File: src/rtl/umi_reg_pkg.sv
package umi_reg_pkg;

   //####################################################################
   // packet commands
   //####################################################################

   // host sends the two request kinds, subsystem only ever answers reads
   typedef enum logic [7:0] {
      UMI_REQ_READ  = 8'h01,  // read request, answered
      UMI_REQ_WRITE = 8'h03,  // posted write, no answer
      UMI_RESP_READ = 8'h08   // read response back to host
   } umi_cmd_t;

   //####################################################################
   // packet layout, lsb first
   //####################################################################

   //  [7:0]                   command
   //  [11:8]                  size, echoed only
   //  [12 +: AW]              destination address
   //  [12+AW +: AW]           source address
   //  [12+2*AW +: DW]         data

   localparam int CMD_LSB  = 0;   // command field
   localparam int CMD_W    = 8;
   localparam int SIZE_LSB = 8;   // size field
   localparam int SIZE_W   = 4;
   localparam int ADDR_LSB = 12;  // dstaddr start, srcaddr and data follow

endpackage
File: src/rtl/umi_reg_subsys.sv
`timescale 1ns/1ps

module umi_reg_subsys #(
   parameter  AW     = 32,
   parameter  DW     = 32,
   parameter  NBANKS = 4,
   parameter  REGS   = 8,
   localparam UW     = umi_reg_pkg::ADDR_LSB + 2*AW + DW  // full packet width
) (
   input  logic          clk,
   input  logic          nreset,
   // host requests
   input  logic          in_valid,
   input  logic [UW-1:0] in_packet,
   output logic          in_ready,
   // host responses
   output logic          out_valid,
   output logic [UW-1:0] out_packet,
   input  logic          out_ready
);

   import umi_reg_pkg::*;

   // dispatcher to banks
   logic [NBANKS-1:0]          req_valid;
   logic [NBANKS-1:0]          req_ready;
   logic                       req_write;
   logic [$clog2(REGS)-1:0]    req_index;
   logic [SIZE_W-1:0]          req_size;
   logic [AW-1:0]              req_srcaddr;
   logic [DW-1:0]              req_wrdata;

   // banks to merger, flattened
   logic [NBANKS-1:0]          resp_valid;
   logic [NBANKS-1:0]          resp_ready;
   logic [NBANKS*SIZE_W-1:0]   resp_size;
   logic [NBANKS*AW-1:0]       resp_dstaddr;
   logic [NBANKS*DW-1:0]       resp_data;

   umi_req_dispatch #(
      .AW(AW), .DW(DW), .NBANKS(NBANKS), .REGS(REGS), .UW(UW)
   ) u_dispatch (
      .clk         (clk),
      .nreset      (nreset),
      .in_valid    (in_valid),
      .in_packet   (in_packet),
      .in_ready    (in_ready),
      .req_valid   (req_valid),
      .req_ready   (req_ready),
      .req_write   (req_write),
      .req_index   (req_index),
      .req_size    (req_size),
      .req_srcaddr (req_srcaddr),
      .req_wrdata  (req_wrdata)
   );

   //####################################################################
   // banks, one slice of each response bus per bank
   //####################################################################

   for (genvar b = 0; b < NBANKS; b++) begin : g_bank
      umi_regbank #(
         .AW(AW), .DW(DW), .REGS(REGS)
      ) u_bank (
         .clk          (clk),
         .nreset       (nreset),
         .req_valid    (req_valid[b]),
         .req_ready    (req_ready[b]),
         .req_write    (req_write),
         .req_index    (req_index),
         .req_size     (req_size),
         .req_srcaddr  (req_srcaddr),
         .req_wrdata   (req_wrdata),
         .resp_valid   (resp_valid[b]),
         .resp_ready   (resp_ready[b]),
         .resp_size    (resp_size[b*SIZE_W +: SIZE_W]),
         .resp_dstaddr (resp_dstaddr[b*AW +: AW]),
         .resp_data    (resp_data[b*DW +: DW])
      );
   end

   umi_resp_merge #(
      .AW(AW), .DW(DW), .NBANKS(NBANKS), .UW(UW)
   ) u_merge (
      .clk          (clk),
      .nreset       (nreset),
      .resp_valid   (resp_valid),
      .resp_ready   (resp_ready),
      .resp_size    (resp_size),
      .resp_dstaddr (resp_dstaddr),
      .resp_data    (resp_data),
      .out_valid    (out_valid),
      .out_packet   (out_packet),
      .out_ready    (out_ready)
   );

endmodule

File: src/rtl/umi_resp_merge.sv
`timescale 1ns/1ps

module umi_resp_merge #(
   parameter AW     = 32,
   parameter DW     = 32,
   parameter NBANKS = 4,
   parameter UW     = 108
) (
   input  logic                                    clk,
   input  logic                                    nreset,
   // flattened bank responses, bank b at slice b
   input  logic [NBANKS-1:0]                       resp_valid,
   output logic [NBANKS-1:0]                       resp_ready,
   input  logic [NBANKS*umi_reg_pkg::SIZE_W-1:0]   resp_size,
   input  logic [NBANKS*AW-1:0]                    resp_dstaddr,
   input  logic [NBANKS*DW-1:0]                    resp_data,
   // host response port
   output logic                                    out_valid,
   output logic [UW-1:0]                           out_packet,
   input  logic                                    out_ready
);

   import umi_reg_pkg::*;

   localparam BW = $clog2(NBANKS);

   logic              gnt_busy;   // a bank is granted, waiting for the output reg
   logic [BW-1:0]     gnt_idx;
   logic [BW-1:0]     last_win;   // rr pointer
   logic              load;       // output reg takes the granted bank
   logic [NBANKS-1:0] cand;       // banks eligible for the next grant
   logic              pick_found;
   logic [BW-1:0]     pick_idx;
   logic [UW-1:0]     pkt_next;

   assign load       = gnt_busy & (~out_valid | out_ready);
   assign resp_ready = load ? (NBANKS'(1) << gnt_idx) : '0;
   // bank being drained still shows valid this cycle, mask it
   assign cand       = resp_valid & ~resp_ready;

   //####################################################################
   // round-robin pick, search starts after the last winner
   //####################################################################

   always_comb begin : rr_pick
      logic [BW-1:0] scan;
      pick_found = 1'b0;
      pick_idx   = last_win;
      for (int i = 1; i <= NBANKS; i++) begin
         scan = last_win + BW'(i);  // wraps, NBANKS is a power of two
         if (!pick_found && cand[scan]) begin
            pick_found = 1'b1;
            pick_idx   = scan;
         end
      end
   end

   always_ff @(posedge clk or negedge nreset) begin
      if (!nreset) begin
         gnt_busy <= 1'b0;
         gnt_idx  <= '0;
         last_win <= '0;
      end else if ((~gnt_busy | load) & pick_found) begin
         gnt_busy <= 1'b1;
         gnt_idx  <= pick_idx;
         last_win <= pick_idx;
      end else if (load) begin
         gnt_busy <= 1'b0;
      end
   end

   // pack granted bank, srcaddr stays zero
   always_comb begin
      pkt_next                           = '0;
      pkt_next[CMD_LSB +: CMD_W]         = UMI_RESP_READ;
      pkt_next[SIZE_LSB +: SIZE_W]       = resp_size[gnt_idx*SIZE_W +: SIZE_W];
      pkt_next[ADDR_LSB +: AW]           = resp_dstaddr[gnt_idx*AW +: AW];
      pkt_next[ADDR_LSB+2*AW +: DW]      = resp_data[gnt_idx*DW +: DW];
   end

   //####################################################################
   // output register, holds until host drains it
   //####################################################################

   always_ff @(posedge clk or negedge nreset) begin
      if (!nreset) begin
         out_valid <= 1'b0;
      end else if (load) begin
         out_valid <= 1'b1;
      end else if (out_ready) begin
         out_valid <= 1'b0;
      end
   end

   always_ff @(posedge clk) begin
      if (load) begin
         out_packet <= pkt_next;
      end
   end

endmodule

File: src/rtl/umi_regbank.sv
`timescale 1ns/1ps

module umi_regbank #(
   parameter AW   = 32,
   parameter DW   = 32,
   parameter REGS = 8
) (
   input  logic                             clk,
   input  logic                             nreset,
   // request from dispatcher
   input  logic                             req_valid,
   output logic                             req_ready,
   input  logic                             req_write,
   input  logic [$clog2(REGS)-1:0]          req_index,
   input  logic [umi_reg_pkg::SIZE_W-1:0]   req_size,
   input  logic [AW-1:0]                    req_srcaddr,
   input  logic [DW-1:0]                    req_wrdata,
   // response to merger
   output logic                             resp_valid,
   input  logic                             resp_ready,
   output logic [umi_reg_pkg::SIZE_W-1:0]   resp_size,
   output logic [AW-1:0]                    resp_dstaddr,
   output logic [DW-1:0]                    resp_data
);

   logic [DW-1:0] regs [REGS];  // register file
   logic          wr_en;
   logic          rd_en;
   logic          resp_done;    // merger took the response

   // single outstanding read, bank blocks until it is taken
   assign req_ready = ~resp_valid;

   assign wr_en     = req_valid & req_ready & req_write;
   assign rd_en     = req_valid & req_ready & ~req_write;
   assign resp_done = resp_valid & resp_ready;

   //####################################################################
   // register storage
   //####################################################################

   always_ff @(posedge clk or negedge nreset) begin
      if (!nreset) begin
         for (int i = 0; i < REGS; i++) begin
            regs[i] <= '0;
         end
      end else if (wr_en) begin
         regs[req_index] <= req_wrdata;  // full word, no masking
      end
   end

   //####################################################################
   // read response
   //####################################################################

   always_ff @(posedge clk or negedge nreset) begin
      if (!nreset) begin
         resp_valid <= 1'b0;
      end else if (rd_en) begin
         resp_valid <= 1'b1;
      end else if (resp_done) begin
         resp_valid <= 1'b0;
      end
   end

   // capture answer at accept, held until drained
   always_ff @(posedge clk) begin
      if (rd_en) begin
         resp_size    <= req_size;          // echoed
         resp_dstaddr <= req_srcaddr;       // host tag goes back as dstaddr
         resp_data    <= regs[req_index];
      end
   end

endmodule

File: src/rtl/umi_req_dispatch.sv
`timescale 1ns/1ps

module umi_req_dispatch #(
   parameter AW     = 32,
   parameter DW     = 32,
   parameter NBANKS = 4,
   parameter REGS   = 8,
   parameter UW     = 108
) (
   input  logic                             clk,
   input  logic                             nreset,
   // host request port
   input  logic                             in_valid,
   input  logic [UW-1:0]                    in_packet,
   output logic                             in_ready,
   // request bus, shared by all banks
   output logic [NBANKS-1:0]                req_valid,
   input  logic [NBANKS-1:0]                req_ready,
   output logic                             req_write,
   output logic [$clog2(REGS)-1:0]          req_index,
   output logic [umi_reg_pkg::SIZE_W-1:0]   req_size,
   output logic [AW-1:0]                    req_srcaddr,
   output logic [DW-1:0]                    req_wrdata
);

   import umi_reg_pkg::*;

   localparam REGW = $clog2(REGS);   // register index bits
   localparam BW   = $clog2(NBANKS); // bank select bits

   umi_cmd_t      in_cmd;
   logic [AW-1:0] in_dstaddr;
   logic [BW-1:0] in_bank;
   logic [BW-1:0] stage_bank;  // bank of the held request
   logic          busy;        // stage holds a request
   logic          drain;       // stage handed off this edge
   logic          take;        // new request captured this edge

   // unpack host fields
   assign in_cmd     = umi_cmd_t'(in_packet[CMD_LSB +: CMD_W]);
   assign in_dstaddr = in_packet[ADDR_LSB +: AW];
   // word addressed, bank sits right above the register index
   assign in_bank    = in_dstaddr[2+REGW +: BW];

   assign drain    = busy & req_ready[stage_bank];
   assign in_ready = ~busy | drain;  // refill on the same edge
   assign take     = in_valid & in_ready;

   // only the decoded bank sees valid
   assign req_valid = busy ? (NBANKS'(1) << stage_bank) : '0;

   always_ff @(posedge clk or negedge nreset) begin
      if (!nreset) begin
         busy <= 1'b0;
      end else if (take) begin
         busy <= 1'b1;
      end else if (drain) begin
         busy <= 1'b0;
      end
   end

   // one-entry stage payload
   always_ff @(posedge clk) begin
      if (take) begin
         stage_bank  <= in_bank;
         req_write   <= (in_cmd == UMI_REQ_WRITE);  // anything else reads
         req_index   <= in_dstaddr[2 +: REGW];
         req_size    <= in_packet[SIZE_LSB +: SIZE_W];
         req_srcaddr <= in_packet[ADDR_LSB+AW +: AW];    // becomes resp dstaddr
         req_wrdata  <= in_packet[ADDR_LSB+2*AW +: DW];
      end
   end

endmodule

File: config.mk
export PLATFORM = sky130hd
export DESIGN_NAME = umi_reg_subsys
export DESIGN_NICKNAME = d
export VERILOG_FILES = /design/src/rtl/umi_reg_pkg.sv /design/src/rtl/umi_reg_subsys.sv /design/src/rtl/umi_resp_merge.sv /design/src/rtl/umi_regbank.sv /design/src/rtl/umi_req_dispatch.sv
export SDC_FILE = /design/constraint.sdc
export NUM_CORES = 2
export LEC_CHECK = 0
export ABC_AREA = 1
export ABC_CLOCK_PERIOD_IN_PS = 12300
export BUFFER_PORTS_ARGS = -buffer_cell sky130_fd_sc_hd__clkbuf_2
export CORE_ASPECT_RATIO = 1.2
export CORE_MARGIN = 10
export CORE_UTILIZATION = 30
export CTS_BUF_LIST = sky130_fd_sc_hd__clkbuf_4 sky130_fd_sc_hd__clkbuf_8
export CTS_CLUSTER_DIAMETER = 60
export DETAILED_ROUTE_END_ITERATION = 16
export PLACE_DENSITY_LB_ADDON = 0.2
export SKIP_CTS_REPAIR_TIMING = 1
export SLEW_MARGIN = 20
export SYNTH_ARGS = -nofsm -noshare
export SYNTH_HDL_FRONTEND = slang
export SYNTH_HIERARCHICAL = 1
export SYNTH_SLANG_ARGS = --single-unit
File: constraint.sdc
create_clock -name clk -period 12.3 [get_ports clk]
set_clock_uncertainty 0.05 [all_clocks]
set_input_delay 2.46 -clock clk [delete_from_list [all_inputs] [get_ports clk]]
set_output_delay 2.46 -clock clk [all_outputs]
set_load 0.02 [all_outputs]
==> run_results.csv <==
group,metric,value,unit
run_status,run_status,"finished, final reports clean",
critical_path,startpoint,"u_dispatch/req_index[0]",
placement,placement.io_buffers,154,
cts,clkLatencyLatePin,1.00,ns
critical_path,slack_of_the_worst_reg_to_reg_path,7.39,ns
global_routing,met3_track_utilization_from_global_routing,0.0283,
synthesis,yosys_register_bits,1447,
critical_path,timing.critical_path.required,13.10,ns
cts,cts_max_path_buffers,4,
sta,final.setup.tns,0,ns
floorplanning,die_footprint,248000,um2
critical_path,worstPathBufferInverterCount,4,
detailed_routing,detail_route.wl_per_cell,21.1,um
min_path,holdPathEnd,"g_bank[2].u_bank/regs[194]",
global_routing,use_met1,0.239,
critical_path,path_class,"flip-flop to flip-flop",
sta,timing.final.max_slew_violations,0,
global_routing,grt_max_degree,160,
critical_path,worst-path-stages,8,
detailed_routing,vias,55600,
sta,report.final.hold_viol_count,0,
critical_path,timing.critical_path.max_delay_family,"simple AND/OR/NAND/NOR gates",
synthesis,synthesis.area,68500,um2
critical_path,max_stage_delay,1.17,ns
critical_path,rr_worst_depth,8,
critical_path,critPathSlowestCell,"sky130_fd_sc_hd__nor2_4",
power_and_ir_drop,power.static_leakage,38.7,nW
global_routing,antenna_found_initial,9,
cts,cts_tree,"done",
detailed_routing,drt-total-wl,243,mm
synthesis,synth_enable_flop_cells,414,
placement,place_congestion,0.823,
detailed_routing,drt_pass1_iterations,6,
synthesis,synth.yosys.seq_area_share,0.558,
floorplanning,rows,192,
global_routing,global_route_wire_length_before_repair,361,mm
critical_path,cp-end-kind,"flip-flop",
critical_path,worstPathCellList,"buf_12 -> buf_4 -> buf_4 -> buf_12 -> nand3_2 -> nor2_4 -> nand2_1 -> nand2_1",
cts,path_clk_slew,0.06,ns
critical_path,arrival,5.71,ns
layout,final_area,75300,um2
cts,root_buffer,"sky130_fd_sc_hd__clkbuf_8",
power_and_ir_drop,vdd.ir_drop.worst,0.151,mV
floorplanning,die_width,456,um
layout,drive_gt1_frac,0.0950,
min_path,hold_depth,2,
placement,dp_hpwl,137,mm
sta,max_freq,204,MHz
global_routing,globalRouteMet2Util,0.325,
power_and_ir_drop,pwr_density_cell,218,nW/um2
synthesis,synth_cell_types,31,
synthesis,postSynth.topFlopCell,"sky130_fd_sc_hd__dfrtp_1",
global_routing,grt.overflow.total,0,
min_path,hold_path_class,"flip-flop to flip-flop",
layout,fin_nets,8415,
run,max-cap-violations,0,
synthesis,async_reset_ff_frac,0.714,
sta,worst_slew_pin_slew,1.18,ns
critical_path,cp-start-kind,"flip-flop",
detailed_routing,drt.antenna.violating_nets,0,
global_routing,grt-busiest-layer,"met2",
detailed_routing,vias_per_cell,4.83,
synthesis,synthesis.instances,8450,
cts,cts-buffers-inserted,241,
cts,h-tree-depth,4,
min_path,hold_path.startpoint,"g_bank[2].u_bank/regs[194]",
global_routing,grt_pass1_vias,53900,
sta,tcrit_tclk_final,0.399,
sta,setup_viol_count_final,0,
layout,utilization,0.331,
layout,flow.area_growth_from_synthesis,9.87,%
synthesis,syn_area_per_cell,8.11,um2
synthesis,synth.yosys.warnings,6,
cts,cts_num_sinks,1447,
detailed_routing,drc_errors,0,
placement,cell_area_placed,70200,um2
floorplanning,core_region_area,228000,um2
sta,rsz0062_at_grt,"false",
critical_path,critical_path.reg2reg.endpoint,"g_bank[3].u_bank/regs[15]",
floorplanning,die_height,544,um
global_routing,grt_use_total,0.189,
detailed_routing,initialDrtViolationCount,4126,
critical_path,crit_fanout,112,
floorplanning,io-pin-count,222,
sta,max-slew-margin-rel,0.202,
floorplanning,initial_utilization,0.301,
sta,finalWorstPathRequiredPeriod,4.91,ns
critical_path,worst_r2r_startpoint,"u_dispatch/req_index[0]",
[how the worst max path moves through the flow]
stage          slack, ns                        end
2_1_floorplan       6.15    u_dispatch/req_index[0]
3_3_place_gp        7.47  g_bank[3].u_bank/regs[23]
3_5_place_dp        7.44   g_bank[3].u_bank/regs[5]
4_1_cts             7.41  g_bank[3].u_bank/regs[15]
5_1_grt             7.19   g_bank[3].u_bank/regs[1]
6_report            7.39  g_bank[3].u_bank/regs[15]
[cell families after synthesis]
logic type / Yosys count / share of synthesized area
flip-flops: 1447 / 0.558
other: 2 / 0.000110
buffers and inverters: 760 / 0.0635
adder cells (fa/ha/maj): 4 / 0.000730
AND/OR/NAND/NOR: 5003 / 0.286
AO/OA/AOI/OAI: 1234 / 0.0913
[metal layers]
metal | vias to the layer above | part of all wire
met3 | 403 | 0.056
li1 | 26400 | -
met4 | 8 | 0.041
met2 | 1604 | 0.48
met5 | - | 0.00020
met1 | 27200 | 0.42
[Yosys cell counts, types with 19 or more instances]
| library cell | instances | area share |
|---|---|---|
| sky130_fd_sc_hd__o21ai_0 | 997 | 0.073 |
| sky130_fd_sc_hd__o22ai_1 | 68 | 0.0062 |
| sky130_fd_sc_hd__buf_4 | 148 | 0.016 |
| sky130_fd_sc_hd__edfxtp_1 | 414 | 0.18 |
| sky130_fd_sc_hd__nor2_8 | 20 | 0.0058 |
| sky130_fd_sc_hd__buf_6 | 73 | 0.012 |
| sky130_fd_sc_hd__clkbuf_2 | 28 | 0.0020 |
| sky130_fd_sc_hd__inv_1 | 19 | 0.0010 |
| sky130_fd_sc_hd__nor2_1 | 159 | 0.0087 |
| sky130_fd_sc_hd__nand3_2 | 25 | 0.0037 |
| sky130_fd_sc_hd__nand2_1 | 4699 | 0.26 |
| sky130_fd_sc_hd__buf_2 | 212 | 0.015 |
| sky130_fd_sc_hd__nand3_1 | 32 | 0.0023 |
| sky130_fd_sc_hd__dfrtp_1 | 1033 | 0.38 |
| sky130_fd_sc_hd__clkbuf_1 | 207 | 0.011 |
| sky130_fd_sc_hd__o21ai_1 | 169 | 0.012 |
| sky130_fd_sc_hd__buf_1 | 49 | 0.0027 |
[through the flow]
| stage | hold slack [ns] | std cells | total power, mW | setup WS [ns] |
|---|---|---|---|---|
| finish | 0.429 | 11500 | 16.4 | 7.39 |
| global route | 0.442 | 11500 | 17.5 | 7.19 |
| CTS | 0.432 | 11500 | 16.6 | 7.41 |
| detailed placement | 0.419 | 11100 | 12.1 | 7.44 |
| global placement | 0.412 | 11100 | 12.0 | 7.47 |
| floorplan | 0.399 | 8488 | 10.3 | 6.15 |
[layout by cell type, fill, tap and decap left out, drive strengths merged]
cell type,n
nor4,1
nand2,4720
nor2,200
nand3,57
clkinv,64
bufinv,3
clkbuf,525
buf,136
ha,4
o21ai,1166
o22ai,68
diode,7
conb,40
edfxtp,414
clkinvlp,2
nand3b,5
dfrtp,1033
nand4,16
inv,34
nor3,4
[report_power, final]
group          switching [mW]  internal [mW]  total [mW]
clock network            2.05           2.40        4.45
registers               0.696           6.57        7.27
logic                    3.47           1.24        4.71
[worst register-to-register path, stage by stage, from the launching register on]
cell and delay (ns):
sky130_fd_sc_hd__edfxtp_1 0.37, sky130_fd_sc_hd__buf_12 0.45, sky130_fd_sc_hd__buf_4 0.52, sky130_fd_sc_hd__buf_4 0.52, sky130_fd_sc_hd__buf_12 0.51, sky130_fd_sc_hd__nand3_2 0.98, sky130_fd_sc_hd__nor2_4 1.17, sky130_fd_sc_hd__nand2_1 0.12
sky130_fd_sc_hd__nand2_1 0.11
[sequential cells by signal (all words and copies together), names as in the netlist, 2 cells and up]
name                        count
u_dispatch/req_size             4
u_merge/last_win                2
g_bank.u_bank/resp_dstaddr    128
g_bank.u_bank/regs           1024
g_bank.u_bank/resp_size        16
g_bank.u_bank/resp_data       128
u_merge/out_packet             68
g_bank.u_bank/resp_valid        4
u_dispatch/req_index            3
u_dispatch/req_wrdata          32
u_dispatch/req_srcaddr         32
u_dispatch/stage_bank           2
[area by class of cell]
cell class / instances / area [um2]
inverter: 39 / 189
multi-input combinational: 6281 / 26100
clock inverter: 64 / 399
fill: 24100 / 152000
sequential: 1447 / 38300
timing repair buffer: 289 / 2030
tap: 3007 / 3760
clock buffer: 372 / 4530
antenna: 7 / 17.5
No activity file was read; power rests on OpenSTA's default activity.
